==> config.mk <==
export PLATFORM = sky130hd
export DESIGN_NAME = mmc2_mapper
export DESIGN_NICKNAME = d
export VERILOG_FILES = /design/src/mmc2_pkg.sv /design/src/mmc2_mapper.sv /design/src/mmc2_chr_stage.sv /design/src/mmc2_prg_stage.sv /design/src/mmc2_chr_latch.sv /design/src/mmc2_bank_regs.sv
export VERILOG_INCLUDE_DIRS = /design/src /design/src/src
export SDC_FILE = /design/constraint.sdc
export NUM_CORES = 1
export LEC_CHECK = 0
export ABC_AREA = 1
export BUFFER_PORTS_ARGS = -buffer_cell sky130_fd_sc_hd__buf_4
export CAP_MARGIN = 20
export CELL_PAD_IN_SITES_DETAIL_PLACEMENT = 1
export CELL_PAD_IN_SITES_GLOBAL_PLACEMENT = 2
export CORE_MARGIN = 3
export CORE_UTILIZATION = 25
export DETAILED_ROUTE_END_ITERATION = 8
export GPL_TIMING_DRIVEN = 0
export PLACE_DENSITY_LB_ADDON = 0.1
export REMOVE_ABC_BUFFERS = 1
export SLEW_MARGIN = 20
export SYNTH_ARGS = -nofsm -noshare
export SYNTH_HDL_FRONTEND = slang
export SYNTH_SLANG_ARGS = --single-unit
==> constraint.sdc <==
create_clock -name mai -period 1.35 [get_ports mai]
set_clock_uncertainty 0.15 [all_clocks]
set_input_delay 0.135 -clock mai [delete_from_list [all_inputs] [get_ports mai]]
set_output_delay 0.135 -clock mai [all_outputs]
set_load 0.01 [all_outputs]
==> src/mmc2_defs.svh <==
`ifndef MMC2_DEFS_SVH
`define MMC2_DEFS_SVH

// ROM address widths
`define MMC2_PRG_AW 18 // 256 KiB of PRG, MMC2 stays in the lower half
`define MMC2_CHR_AW 17 // 128 KiB of CHR in 4 KiB banks

// Width of the address bits below one 8 KiB PRG window
`define MMC2_PRG_WIN_AW 13

// Width of the address bits below one 4 KiB CHR bank
`define MMC2_CHR_WIN_AW 12

// Save-state register indices
`define MMC2_SST_PRG  8'd0
`define MMC2_SST_CHR0 8'd1
`define MMC2_SST_CHR1 8'd2
`define MMC2_SST_CHR2 8'd3
`define MMC2_SST_CHR3 8'd4
`define MMC2_SST_CTRL 8'd5  // Mirroring and both tile latches
`define MMC2_SST_KIND 8'd127 // Read-only mapper number

// Mapper numbers reported through the save-state port
`define MMC2_KIND_CODE 8'd9
`define MMC4_KIND_CODE 8'd10

`endif
==> src/mmc2_pkg.sv <==
package mmc2_pkg;

	// Run-time variant select
	typedef enum logic {
		MAP_MMC2 = 1'b0, // 8 KiB PRG switching, mapper 9
		MAP_MMC4 = 1'b1  // 16 KiB PRG switching, mapper 10
	} mapper_kind_t;

	// Switchable PRG bank number, 8 KiB or 16 KiB units depending on the variant
	typedef logic [3:0] prg_bank_t;

	// CHR bank number in 4 KiB units
	typedef logic [4:0] chr_bank_t;

	// Nametable arrangement
	typedef enum logic {
		MIR_VERT = 1'b0, // CIRAM A10 follows PPU A10
		MIR_HORZ = 1'b1  // CIRAM A10 follows PPU A11
	} mirror_t;

	// CPU and PPU bus addresses
	typedef logic [15:0] cpu_addr_t;
	typedef logic [13:0] ppu_addr_t;

endpackage

==> src/mmc2_mapper.sv <==
`timescale 1ns/1ps

`include "mmc2_defs.svh"

module mmc2_mapper import mmc2_pkg::*; (
	input  logic                    mai,
	input  logic                    rst_n,
	input  mapper_kind_t            kind,
	input  logic                    cpu_we,
	input  logic                    cpu_rd,
	input  cpu_addr_t               cpu_addr,
	input  logic [7:0]              cpu_data,
	input  logic                    ppu_rd,
	input  ppu_addr_t               ppu_addr,
	input  logic                    sst_act,
	input  logic                    sst_we,
	input  logic [7:0]              sst_addr,
	input  logic [7:0]              sst_wdata,
	output logic                    prg_valid,
	output logic [`MMC2_PRG_AW-1:0] prg_addr,
	output logic                    prg_ce,
	output logic                    chr_valid,
	output logic [`MMC2_CHR_AW-1:0] chr_addr,
	output logic                    ciram_ce,
	output logic                    ciram_a10,
	output logic [7:0]              sst_rdata
);

	prg_bank_t  prg_bank;
	chr_bank_t  chr_bank0;
	chr_bank_t  chr_bank1;
	chr_bank_t  chr_bank2;
	chr_bank_t  chr_bank3;
	mirror_t    mirror;
	logic       latch0;
	logic       latch1;
	logic       ctrl_load; // Save-state restore of mirroring and latches
	logic [7:0] ctrl_data;

	mmc2_bank_regs u_bank_regs (
		.mai(mai), .rst_n(rst_n), .kind(kind),
		.cpu_we(cpu_we), .cpu_addr(cpu_addr), .cpu_data(cpu_data),
		.sst_act(sst_act), .sst_we(sst_we), .sst_addr(sst_addr), .sst_wdata(sst_wdata),
		.latch0(latch0), .latch1(latch1),
		.prg_bank(prg_bank),
		.chr_bank0(chr_bank0), .chr_bank1(chr_bank1),
		.chr_bank2(chr_bank2), .chr_bank3(chr_bank3),
		.mirror(mirror), .ctrl_load(ctrl_load), .ctrl_data(ctrl_data),
		.sst_rdata(sst_rdata)
	);

	mmc2_chr_latch u_chr_latch (
		.mai(mai), .rst_n(rst_n), .sst_act(sst_act),
		.ctrl_load(ctrl_load), .ctrl_data(ctrl_data),
		.ppu_rd(ppu_rd), .ppu_addr(ppu_addr),
		.latch0(latch0), .latch1(latch1)
	);

	mmc2_prg_stage u_prg_stage (
		.mai(mai), .rst_n(rst_n), .kind(kind), .prg_bank(prg_bank),
		.cpu_rd(cpu_rd), .cpu_addr(cpu_addr),
		.prg_valid(prg_valid), .prg_addr(prg_addr), .prg_ce(prg_ce)
	);

	mmc2_chr_stage u_chr_stage (
		.mai(mai), .rst_n(rst_n),
		.chr_bank0(chr_bank0), .chr_bank1(chr_bank1),
		.chr_bank2(chr_bank2), .chr_bank3(chr_bank3),
		.latch0(latch0), .latch1(latch1), .mirror(mirror),
		.ppu_rd(ppu_rd), .ppu_addr(ppu_addr),
		.chr_valid(chr_valid), .chr_addr(chr_addr),
		.ciram_ce(ciram_ce), .ciram_a10(ciram_a10)
	);

endmodule

==> src/mmc2_chr_stage.sv <==
`timescale 1ns/1ps

`include "mmc2_defs.svh"

module mmc2_chr_stage import mmc2_pkg::*; (
	input  logic                    mai,
	input  logic                    rst_n,
	input  chr_bank_t               chr_bank0,
	input  chr_bank_t               chr_bank1,
	input  chr_bank_t               chr_bank2,
	input  chr_bank_t               chr_bank3,
	input  logic                    latch0,
	input  logic                    latch1,
	input  mirror_t                 mirror,
	input  logic                    ppu_rd,
	input  ppu_addr_t               ppu_addr,
	output logic                    chr_valid,
	output logic [`MMC2_CHR_AW-1:0] chr_addr,
	output logic                    ciram_ce,
	output logic                    ciram_a10
);

	chr_bank_t lo_bank;
	chr_bank_t hi_bank;
	chr_bank_t bank;
	logic      nt_a10;

	// Each pattern table half has its own latch and bank pair
	assign lo_bank = latch0 ? chr_bank1 : chr_bank0;
	assign hi_bank = latch1 ? chr_bank3 : chr_bank2;
	assign bank    = ppu_addr[12] ? hi_bank : lo_bank;

	// Vertical mirroring splits the nametables on A10, horizontal on A11
	assign nt_a10 = (mirror == MIR_VERT) ? ppu_addr[10] : ppu_addr[11];

	always_ff @(posedge mai or negedge rst_n) begin
		if (!rst_n) begin
			chr_valid <= 1'b0;
		end else begin
			chr_valid <= ppu_rd;
		end
	end

	always_ff @(posedge mai) begin
		if (ppu_rd) begin
			chr_addr  <= {bank, ppu_addr[`MMC2_CHR_WIN_AW-1:0]};
			ciram_ce  <= ppu_addr[13]; // Nametable space from $2000
			ciram_a10 <= nt_a10;
		end
	end

endmodule

==> src/mmc2_prg_stage.sv <==
`timescale 1ns/1ps

`include "mmc2_defs.svh"

module mmc2_prg_stage import mmc2_pkg::*; (
	input  logic                    mai,
	input  logic                    rst_n,
	input  mapper_kind_t            kind,
	input  prg_bank_t               prg_bank,
	input  logic                    cpu_rd,
	input  cpu_addr_t               cpu_addr,
	output logic                    prg_valid,
	output logic [`MMC2_PRG_AW-1:0] prg_addr,
	output logic                    prg_ce
);

	localparam int WIN_W = `MMC2_PRG_AW - `MMC2_PRG_WIN_AW;

	logic [WIN_W-1:0] win_mmc2; // 8 KiB page number, address bits 17 to 13
	logic [WIN_W-1:0] win_mmc4;
	logic [WIN_W-1:0] win;

	// Pages 13 to 15 sit behind $A000, $C000 and $E000
	assign win_mmc2 = (cpu_addr[14:13] == 2'b00) ? {1'b0, prg_bank}
	                                             : {3'b011, cpu_addr[14:13]};

	// The 16 KiB bank number lands above A13, which passes through
	assign win_mmc4 = !cpu_addr[14] ? {prg_bank, cpu_addr[13]}
	                                : {4'b1111, cpu_addr[13]};

	assign win = (kind == MAP_MMC4) ? win_mmc4 : win_mmc2;

	always_ff @(posedge mai or negedge rst_n) begin
		if (!rst_n) begin
			prg_valid <= 1'b0;
		end else begin
			prg_valid <= cpu_rd;
		end
	end

	always_ff @(posedge mai) begin
		if (cpu_rd) begin
			prg_addr <= {win, cpu_addr[`MMC2_PRG_WIN_AW-1:0]};
			prg_ce   <= cpu_addr[15]; // ROM answers $8000 to $FFFF
		end
	end

endmodule

==> src/mmc2_chr_latch.sv <==
`timescale 1ns/1ps

module mmc2_chr_latch import mmc2_pkg::*; (
	input  logic       mai,
	input  logic       rst_n,
	input  logic       sst_act,
	input  logic       ctrl_load,
	input  logic [7:0] ctrl_data,
	input  logic       ppu_rd,
	input  ppu_addr_t  ppu_addr,
	output logic       latch0,
	output logic       latch1
);

	logic       hi_plane;
	logic [9:0] tile;   // Pattern table half and tile number, address bits 13 to 4
	logic       clr0;
	logic       set0;
	logic       clr1;
	logic       set1;

	// Only the high bitplane fetch of tiles $FD and $FE triggers
	assign hi_plane = ppu_rd & ppu_addr[3];
	assign tile     = ppu_addr[13:4];

	always_comb begin
		clr0 = 1'b0;
		set0 = 1'b0;
		clr1 = 1'b0;
		set1 = 1'b0;
		if (hi_plane) begin
			case (tile)
				10'h0fd: clr0 = 1'b1; // Left table, tile $FD
				10'h0fe: set0 = 1'b1;
				10'h1fd: clr1 = 1'b1; // Right table, tile $FD
				10'h1fe: set1 = 1'b1;
				default: ;
			endcase
		end
	end

	always_ff @(posedge mai or negedge rst_n) begin
		if (!rst_n) begin
			latch0 <= 1'b0;
			latch1 <= 1'b0;
		end else if (sst_act) begin
			// PPU fetches are ignored while a state is being saved or loaded
			if (ctrl_load) begin
				latch0 <= ctrl_data[1];
				latch1 <= ctrl_data[2];
			end
		end else begin
			if (clr0) latch0 <= 1'b0;
			if (set0) latch0 <= 1'b1;
			if (clr1) latch1 <= 1'b0;
			if (set1) latch1 <= 1'b1;
		end
	end

endmodule

==> src/mmc2_bank_regs.sv <==
`timescale 1ns/1ps

`include "mmc2_defs.svh"

module mmc2_bank_regs import mmc2_pkg::*; (
	input  logic         mai,
	input  logic         rst_n,
	input  mapper_kind_t kind,
	input  logic         cpu_we,
	input  cpu_addr_t    cpu_addr,
	input  logic [7:0]   cpu_data,
	input  logic         sst_act,
	input  logic         sst_we,
	input  logic [7:0]   sst_addr,
	input  logic [7:0]   sst_wdata,
	input  logic         latch0,
	input  logic         latch1,
	output prg_bank_t    prg_bank,
	output chr_bank_t    chr_bank0,
	output chr_bank_t    chr_bank1,
	output chr_bank_t    chr_bank2,
	output chr_bank_t    chr_bank3,
	output mirror_t      mirror,
	output logic         ctrl_load,
	output logic [7:0]   ctrl_data,
	output logic [7:0]   sst_rdata
);

	logic       wr_prg;
	logic [3:0] wr_chr; // One enable per CHR bank register
	logic       wr_ctrl;
	logic [7:0] wr_data;

	// CPU writes and save-state loads share one write path
	always_comb begin
		wr_prg  = 1'b0;
		wr_chr  = 4'b0000;
		wr_ctrl = 1'b0;
		wr_data = sst_act ? sst_wdata : cpu_data;
		if (sst_act) begin
			if (sst_we) begin
				case (sst_addr)
					`MMC2_SST_PRG:  wr_prg    = 1'b1;
					`MMC2_SST_CHR0: wr_chr[0] = 1'b1;
					`MMC2_SST_CHR1: wr_chr[1] = 1'b1;
					`MMC2_SST_CHR2: wr_chr[2] = 1'b1;
					`MMC2_SST_CHR3: wr_chr[3] = 1'b1;
					`MMC2_SST_CTRL: wr_ctrl   = 1'b1;
					default: ;
				endcase
			end
		end else if (cpu_we && cpu_addr[15]) begin
			case (cpu_addr[14:12]) // $A000 to $F000 in 4 KiB steps
				3'd2: wr_prg    = 1'b1;
				3'd3: wr_chr[0] = 1'b1;
				3'd4: wr_chr[1] = 1'b1;
				3'd5: wr_chr[2] = 1'b1;
				3'd6: wr_chr[3] = 1'b1;
				3'd7: wr_ctrl   = 1'b1;
				default: ; // $8000 and $9000 have no register
			endcase
		end
	end

	always_ff @(posedge mai or negedge rst_n) begin
		if (!rst_n) begin
			prg_bank  <= '0;
			chr_bank0 <= '0;
			chr_bank1 <= '0;
			chr_bank2 <= '0;
			chr_bank3 <= '0;
			mirror    <= MIR_VERT;
		end else begin
			if (wr_prg)    prg_bank  <= wr_data[3:0];
			if (wr_chr[0]) chr_bank0 <= wr_data[4:0];
			if (wr_chr[1]) chr_bank1 <= wr_data[4:0];
			if (wr_chr[2]) chr_bank2 <= wr_data[4:0];
			if (wr_chr[3]) chr_bank3 <= wr_data[4:0];
			if (wr_ctrl)   mirror    <= mirror_t'(wr_data[0]);
		end
	end

	// Only a save-state load of the control word restores the latches
	assign ctrl_load = sst_act & wr_ctrl;
	assign ctrl_data = wr_data;

	always_comb begin
		case (sst_addr)
			`MMC2_SST_PRG:  sst_rdata = {4'd0, prg_bank};
			`MMC2_SST_CHR0: sst_rdata = {3'd0, chr_bank0};
			`MMC2_SST_CHR1: sst_rdata = {3'd0, chr_bank1};
			`MMC2_SST_CHR2: sst_rdata = {3'd0, chr_bank2};
			`MMC2_SST_CHR3: sst_rdata = {3'd0, chr_bank3};
			`MMC2_SST_CTRL: sst_rdata = {5'd0, latch1, latch0, mirror};
			`MMC2_SST_KIND: sst_rdata = (kind == MAP_MMC4) ? `MMC4_KIND_CODE : `MMC2_KIND_CODE;
			default:        sst_rdata = 8'hff;
		endcase
	end

endmodule

## Word-level counts from Yosys, hierarchy flattened

Cells that the tools add are included.

- Add/sub/neg operators: 0
- $mul: 0
- Div/mod/pow operators: 0
- Order comparisons: 0
- Equality and inequality tests: 17
- Shift-type cells: 0
- Multiplexer cells: 47
- Bitwise operators: 2
- Reduce and logical (&&, ||, !) cells: 7

Operators by type and width:

| operator | number |
|---|---|
| one-hot mux 8 bit (7 select lines) | 1 |
| two-way mux 1 bit | 35 |
| two-way mux 5 bit | 6 |
| == test 10 x 8 -> 1 bit (second input constant) | 2 |
| == test 10 x 9 -> 1 bit (second input constant) | 2 |
| == test 8 x 2 -> 1 bit (second input constant) | 2 |
| == test 8 x 3 -> 1 bit (second input constant) | 2 |
| two-way mux 4 bit | 4 |
| == test 3 bit (second input constant) | 4 |
| == test 8 x 1 -> 1 bit (second input constant) | 1 |
| == test 8 x 7 -> 1 bit (second input constant) | 1 |
| logical NOT 8 bit | 1 |
| == test 3 x 2 -> 1 bit (second input constant) | 2 |
| nonzero test 3 bit | 2 |
| AND reduction 2 bit | 2 |
| AND 1 bit | 2 |
| logical NOT 2 bit | 1 |
| two-way mux 2 bit | 1 |
| != test 2 x 1 -> 1 bit (second input constant) | 1 |
| logical AND 1 bit | 1 |

- Register bits: 67
- Latch bits: 0
- Bits in writable memories: 0
- ROM bits: 0
- Input port bits: 62
- Logic and storage cells: 88
- Memories kept: 0

## Depth between registers and ports, before layout

Gate-level depths: netlist (run 1).

- Depth after elaboration: 7
- Gate-level depth with buffers: 9
- Gate-level depth less buffers: 9

## Modules after synthesis

From an unflattened synthesis (run 1), not the netlist that was laid out.

- Cells, all modules: 423
- Area total of the unflattened synthesis: 3490.8 µm²

By module, submodules not included:

| module | instances | cells an instance | area each (µm²) |
|---|---|---|---|
| mmc2_bank_regs | 1 | 262 | 1737.9 |
| mmc2_chr_stage | 1 | 81 | 838.3 |
| mmc2_prg_stage | 1 | 39 | 674.4 |
| mmc2_chr_latch | 1 | 41 | 240.2 |

## Worst setup path after synthesis (run 1)

No wires, ideal clock.

- Path kind: input-to-output
- Start: input sst_addr[7]
- End: output sst_rdata[4]
- Data arrival time: 0.927 ns
- Setup slack: 0.138 ns
- Cell stages on the path: 9
- Path through: inv_1 nand2_2 nor2_8 buf_6 buf_6 nand3_1 nand2_1 inv_1 nand4_1

- Cells in the longest elaborated chain, start to end: 2
- Elaborated cells between the ends (all ways): 8

Ends and longest elaborated chain:

| item | line | text |
|---|---|---|
| start: declaration | mmc2_mapper.sv:17 | `input logic [7:0] sst_addr,` |
| == test 8 x 7 -> 1 bit (tied with other cells) | mmc2_bank_regs.sv:88 | `case (sst_addr)` |
| one-hot mux 8 bit (7 select lines) * | mmc2_bank_regs.sv:88 |  |
| end: declaration | mmc2_mapper.sv:26 | `output logic [7:0] sst_rdata` |

Every way passes the cells marked *; elsewhere a longest branch is shown, timed or not.

## Worst setup path in the final report (run 1)

- Start: register u_bank_regs.chr_bank3[3]
- End: output sst_rdata[3]

- Cells in the longest elaborated chain, start to end: 1

Ends and longest elaborated chain:

| item | line | text |
|---|---|---|
| start: declaration | mmc2_bank_regs.sv:22 | `output chr_bank_t chr_bank3,` |
| start signal: assignment | mmc2_bank_regs.sv:78 | `if (wr_chr[3]) chr_bank3 <= wr_data[4:0];` |
| one-hot mux 8 bit (7 select lines) | mmc2_bank_regs.sv:88 |  |

Every way passes these cells.

==> results of run 1 <==
==> critical path: cells and delay by family, from the launching register on <==
family        cells  cell delay (ps)
flops             1              440
buf+inv           1              150
simple gates      3              340
==> synth_stat cells <==
cell type / instances
o21a_1: 2
clkbuf_1: 2
o21ai_1: 8
buf_4: 2
and3_1: 1
nor2_4: 2
nand2_4: 4
o21ai_0: 17
nor3_1: 2
nand3_2: 2
or2_2: 2
edfxtp_1: 38
inv_2: 13
clkinv_1: 1
buf_2: 1
nor2_2: 5
nor2_8: 1
nand2_2: 7
nor2_1: 21
nor3_4: 1
nand3b_1: 2
inv_1: 24
a21oi_1: 10
nand4_1: 4
o32ai_1: 2
o31ai_1: 2
buf_6: 3
nand2_1: 102
o21ai_2: 1
nand3_1: 47
dfrtp_1: 29
==> routing by layer <==
| layer | track usage [%] | share of wire (%) |
|---|---|---|
| met4 | 4.67 | 1.3 |
| met5 | 0 | 0 |
| met3 | 3.60 | 4.1 |
| met2 | 27.8 | 49 |
| met1 | 20.7 | 45 |
==> sequential cells by signal, summed over array words and instances, names as in the netlist <==
| register | cells |
|---|---|
| u_bank_regs.chr_bank0 | 5 |
| u_bank_regs.chr_bank1 | 5 |
| u_bank_regs.chr_bank2 | 5 |
| u_bank_regs.chr_bank3 | 5 |
| u_bank_regs.mirror | 1 |
| u_bank_regs.prg_bank | 4 |
| u_chr_latch.latch0 | 1 |
| u_chr_latch.latch1 | 1 |
| u_chr_stage.chr_addr | 17 |
| u_chr_stage.chr_valid | 1 |
| u_chr_stage.ciram_a10 | 1 |
| u_chr_stage.ciram_ce | 1 |
| u_prg_stage.prg_addr | 18 |
| u_prg_stage.prg_ce | 1 |
| u_prg_stage.prg_valid | 1 |
==> power breakdown <==
group | internal, mW | leakage, nW | switching (mW)
combinational | 0.617 | 1.57 | 0.627
sequential | 2.47 | 0.726 | 0.198
clock | 1.25 | 0.134 | 0.916
total | 4.34 | 2.43 | 1.74
==> worst paths after layout <==
path / endpoint / cells past startpoint / from / slack [ps]
max in group asynchronous: u_chr_latch.latch0 / 2 / rst_n / 580
worst min register to register: u_bank_regs.chr_bank1[4] / 2 / u_bank_regs.chr_bank1[4] / 400
worst max register to register: u_chr_stage.chr_addr[15] / 5 / u_chr_latch.latch1 / 10
min in group asynchronous: u_bank_regs.chr_bank2[1] / 2 / rst_n / 140
worst min-delay path: u_chr_stage.chr_addr[5] / 1 / ppu_addr[5] / 20
worst max-delay path: sst_rdata[3] / 4 / u_bank_regs.chr_bank3[3] / -200
==> layout make-up <==
class | instances | area, µm² | share of cell area [%]
multi-input combinational | 246 | 1460 | 27.4
clock inverter | 7 | 51.3 | 0.964
inverter | 38 | 165 | 3.10
timing repair inverter | 1 | 5.00 | 0.0941
clock buffer | 9 | 225 | 4.23
tap | 172 | 215 | 4.04
timing repair buffer | 158 | 1330 | 25.1
sequential | 67 | 1870 | 35.1
==> metrics by stage <==
stage / setup slack, ps / area [µm²] / utilization (%) / cells / hold WS [ps]
final: -198 / 5320 / 41.8 / 698 / 16.4
after floorplan: -7.83 / 3210 / - / 350 / -311
after global routing: -281 / 5320 / 41.8 / 698 / 38.3
after CTS: -218 / 5060 / 39.8 / 691 / 13.8
after global placement: -332 / 4190 / 33.0 / 625 / -34.3
after detailed placement: -351 / 4190 / 33.0 / 625 / -38.4
==> logic make-up (layout without fill, tap and decap cells) <==
| group | after synthesis | count (layout) | share of synthesized area, % |
|---|---|---|---|
| buf+inv | 46 | 213 | 6.24 |
| compound gates | 42 | 42 | 7.09 |
| simple gates | 203 | 204 | 29.5 |
| flops | 67 | 67 | 57.1 |
==> timing repair <==
item,in CTS,in global routing
resized for setup,39,60
pin swaps,19,27
setup buffers,15,8
setup endpoints to repair,13,14
hold buffers,34,0
endpoints found under the hold margin,63,0
cloned,1,1
==> layout by cell type (no fill, tap or decap), drive strengths merged, types with 2 or more instances in the layout <==
| master | Yosys | layout |
|---|---|---|
| nand3b | 2 | 2 |
| nand3 | 49 | 49 |
| o31ai | 2 | 2 |
| buf | 6 | 124 |
| nor2 | 29 | 30 |
| nand2 | 113 | 113 |
| a21oi | 10 | 10 |
| nand4 | 4 | 4 |
| clkinv | 1 | 5 |
| nor3 | 3 | 3 |
| o21a | 2 | 2 |
| edfxtp | 38 | 38 |
| o21ai | 26 | 26 |
| or2 | 2 | 2 |
| o32ai | 2 | 2 |
| dlygate4sd3 | 0 | 32 |
| clkbuf | 2 | 9 |
| dlymetal6s4s | 0 | 2 |
| inv | 37 | 40 |
| dfrtp | 29 | 29 |
==> flow_metrics.py, run 1 <==
metrics = {
    "clock_network": {
        "clockBufferDepth": 2,
        "root_buffer": "clkbuf_16",
        "clkTransAtPathRegs_ps": 60,
        "cts_buffers": 9,
        "h-tree-depth": 3,
        "cts_tree": "built",
        "clock_sinks": 67,
        "insertion_delay_ps": 330,
    },
    "sta": {
        "slew_viol_final": 0,
        "rsz0062_at_grt": "yes",
        "worstMarginPinSlew_ps": 429,
        "relSlewSlack_pct": 71.4,
        "min_period_ps": 1550,
        "fin_setup_tns_ps": -798,
        "timing.final.hold_violations": 0,
        "setup_ws_ps": -198,
        "fin_crit_sh_pct": 115,
        "max_freq_ghz": 0.646,
        "finalSetupViolations": 5,
    },
    "finish": {
        "fillers": 1496,
        "final_net_count": 583,
        "antenna_cells": 0,
        "drive_gt1_share_pct": 43.7,
        "syn_to_final_growth_pct": 62.9,
    },
    "synthesis": {
        "ys_ff_latch": 67,
        "synth_area_um2": 3270,
        "ys_warn_count": 0,
        "synth-seq-area-share_pct": 57.1,
        "synthDistinctLibCells": 31,
        "yosys.area.top_type": "edfxtp_1",
        "syn_inst": 358,
        "synthTopCellsByArea": "edfxtp_1 (35%), dfrtp_1 (22%), nand2_1 (12%)",
        "synth_top_area_share_pct": 34.9,
        "synth_area_per_cell_um2": 9.13,
    },
    "floorplanning": {
        "die-area_um2": 14500,
        "fp.dieH_um": 120,
        "die_w_um": 120,
        "pin_count": 110,
        "coreArea_um2": 12700,
        "initial_core_util_pct": 25.7,
        "num_rows": 41,
    },
    "global_route": {
        "grt_pass1_vias": 3290,
        "antenna_found_initial": 0,
        "grtUsageTotal_pct": 16.3,
        "grt_start_max_net_pins": 30,
        "grt-ovfl-total": 0,
        "grt_pass1_wl_um": 18000,
    },
    "place": {
        "dpl.hpwl_um": 8150,
        "gp_congestion": 0.816,
        "portBuffers": 103,
    },
    "critical_path": {
        "slowest_delay_ps": 440,
        "slowest_stage": "dfrtp_1",
        "crit_fanout": 3,
        "critPathArrivalTime_ps": 1260,
        "critPathLaunchType": "flip-flop",
        "worstPathRequired_ps": 1070,
        "path_cells": "nand3_2 > nand3_1 > nand3b_1 > buf_4",
        "cp-end-kind": "output port",
        "crit_type": "reg -> out",
    },
    "power_and_ir_drop": {
        "ir_worst_vdd_uv": 487,
        "p_leak_nw": 2.43,
        "powerDensity_nw_per_um2": 1140,
        "power_mw": 6.08,
    },
    "route": {
        "drt-initial-drc-count": 125,
        "post-route-drc-count": 0,
        "drt-vias-per-instance": 4.41,
        "dr.pass1.iters": 4,
        "drtAntennaViolNets": 0,
        "detail_route.wl_per_cell_um": 16.0,
        "wl_um": 11200,
        "num_vias": 3080,
    },
    "run": {
        "cap_violations": 0,
    },
    "outcome": {
        "violations": "negative setup slack",
        "status": "finished with violations",
    },
    "hold_path": {
        "hold_class": "in -> reg",
    },
}
(Power assumes the default switching activity.)
==> run 2: changes to the inputs <==
--- a/config.mk
+++ b/config.mk
@@ -12,4 +12,5 @@
 export CELL_PAD_IN_SITES_DETAIL_PLACEMENT = 1
 export CELL_PAD_IN_SITES_GLOBAL_PLACEMENT = 2
+export CORE_ASPECT_RATIO = 0.6
 export CORE_MARGIN = 3
 export CORE_UTILIZATION = 25
--- a/constraint.sdc
+++ b/constraint.sdc
@@ -3,3 +3,3 @@
 set_input_delay 0.135 -clock mai [delete_from_list [all_inputs] [get_ports mai]]
 set_output_delay 0.135 -clock mai [all_outputs]
-set_load 0.01 [all_outputs]
+set_load 0.1 [all_outputs]
==> run 2 against run 1 <==
  * The run ends with negative hold slack, negative setup slack left
  * Utilization up 2.4 points
  * Sequential power about the same
  * Sequential share of layout area down 1.1 points
  * Maximum frequency down 7.6%
  * Routed wire length up 9.8%
==> flow_metrics.py, run 2 (synthesis results as in run 1) <==
metrics = {
    "clock_network": {
        "clkTransAtPathRegs_ps": 50,
        "clock_sinks": 67,
        "cts_buffers": 9,
        "root_buffer": "clkbuf_16",
        "insertion_delay_ps": 330,
        "h-tree-depth": 3,
        "clockBufferDepth": 2,
        "cts_tree": "built",
    },
    "hold_path": {
        "min-delay-start": "ppu_addr[4]",
        "min_to": "u_chr_stage.chr_addr[4]",
        "whs_path_depth": 1,
        "hold_class": "in -> reg",
    },
    "finish": {
        "regMostFlops": "u_prg_stage.prg_addr",
        "largest_reg_flops": 18,
        "fillers": 1430,
        "fin_cells": 695,
        "syn_to_final_growth_pct": 68.2,
        "layout_common_cells": "buf_4 (109), nand2_1 (92), nand3_1 (39)",
        "drive_gt1_share_pct": 42.5,
        "final_net_count": 587,
        "final_common_cell": "buf_4",
        "antenna_cells": 0,
        "final_util_pct": 44.3,
        "top_regs": "u_prg_stage.prg_addr: 18 flops, u_chr_stage.chr_addr: 17 flops",
    },
    "global_route": {
        "grt-ovfl-total": 0,
        "grt_pass1_vias": 3257,
        "grtUsageTotal_pct": 17.1,
        "grt_start_max_net_pins": 30,
        "antenna_found_initial": 0,
        "grt_pass1_wl_um": 18700,
    },
    "route": {
        "dr.pass1.iters": 4,
        "drt-vias-per-instance": 4.55,
        "post-route-drc-count": 0,
        "drt-initial-drc-count": 176,
        "drtAntennaViolNets": 0,
        "wl_um": 12300,
        "detail_route.wl_per_cell_um": 17.7,
        "num_vias": 3165,
    },
    "sta": {
        "max_freq_ghz": 0.597,
        "min_period_ps": 1680,
        "hold_slack_ps": -12.8,
        "finalSetupViolations": 8,
        "slew_viol_final": 0,
        "rsz0062_at_grt": "yes",
        "relSlewSlack_pct": 69.8,
        "fin_crit_sh_pct": 124,
        "fin_setup_tns_ps": -1750,
        "setup_ws_ps": -326,
        "worstMarginPinSlew_ps": 453,
        "timing.final.hold_violations": 3,
    },
    "power_and_ir_drop": {
        "ir_worst_vdd_uv": 703,
        "powerDensity_nw_per_um2": 1290,
        "power_mw": 7.07,
        "p_leak_nw": 2.56,
    },
    "critical_path": {
        "critPathLaunchType": "flip-flop",
        "critPathLaunch": "u_bank_regs.chr_bank1[3]",
        "reg2reg_from": "u_bank_regs.chr_bank3[1]",
        "slowest_delay_ps": 410,
        "cp-end-kind": "output port",
        "worstPathRequired_ps": 1070,
        "crit_fanout": 2,
        "critPathArrivalTime_ps": 1390,
        "path_cells": "nand3_2 > nand2_2 > a21oi_2 > nand3b_1 > buf_12",
        "slowest_stage": "dfrtp_1",
        "reg2reg_to": "u_chr_stage.chr_addr[13]",
        "rrSetupSlack_ps": 30,
        "r2r_cells": 4,
        "crit_type": "reg -> out",
    },
    "place": {
        "dp_cells": 618,
        "pre_cts_slack_ps": -480,
        "portBuffers": 103,
        "dpl.hpwl_um": 8730,
        "gp_congestion": 0.832,
    },
    "floorplanning": {
        "initial_core_util_pct": 26.3,
        "coreArea_um2": 12400,
        "die-area_um2": 14500,
        "fp.dieH_um": 94.5,
        "num_rows": 31,
        "pin_count": 110,
        "die_w_um": 154,
    },
    "outcome": {
        "status": "finished with violations",
        "violations": "negative hold slack, negative setup slack",
    },
    "run": {
        "cap_violations": 0,
    },
}
[run 2: where the power goes]
group          internal [mW]  total, mW  leakage [nW]  switching, mW
Combinational          0.629       2.01          1.68           1.38
Clock                   1.47       2.38         0.149          0.907
Sequential              2.48       2.68         0.724          0.208
Total                   4.57       7.07          2.56           2.49
[run 2: worst max-delay path, delay by kind of cell, from the launching register on]
kind	cells	cell delay (ps)
flops	1	410
simple gates	3	330
buf+inv	1	210
compound gates	1	110
[run 2: how the worst max path moves through the flow]
stage | endpoint | slack (ps)
global placement | sst_rdata[4] | -490
global route | sst_rdata[3] | -400
finish | sst_rdata[3] | -330
detailed placement | sst_rdata[4] | -480
CTS | sst_rdata[0] | -330
floorplan | sst_rdata[3] | -2730
[run 2: repair_timing]
action	in CTS	in global routing
hold endpoints to repair	63	0
hold buffers	32	0
setup buffers	22	8
endpoints found under the setup margin	13	15
cloned	1	1
resized for setup	81	44
pin swaps	26	19
[run 2: area by class of cell]
type | instances | area (µm²) | area share (%)
Multi-Input combinational cell | 246 | 1440 | 26.3
Timing Repair Buffer | 162 | 1480 | 26.9
Inverter | 38 | 178 | 3.23
Clock buffer | 12 | 279 | 5.08
Clock inverter | 4 | 30.0 | 0.547
Timing Repair inverter | 1 | 6.26 | 0.114
Tap cell | 165 | 206 | 3.76
Sequential cell | 67 | 1870 | 34.0
[run 2: metal layers]
layer  global-route usage (%)  up-vias  share of wire, %  routed length (µm)
met1                     26.2     1565                52                6330
li1                         -     1531                 -                   -
met3                     3.53        8               4.0                 488
met5                        0        -                 0                   0
met2                     24.7       61                44                5360
met4                     3.75        0              0.85                 104
[run 2: metrics by stage]
step / hold slack (ps) / cell area [µm²]
finish: -12.8 / 5490
global route: 2.56 / 5490
CTS: -11.9 / 5310
detailed placement: -42.1 / 4190
global placement: -53.1 / 4190
floorplan: -311 / 3210
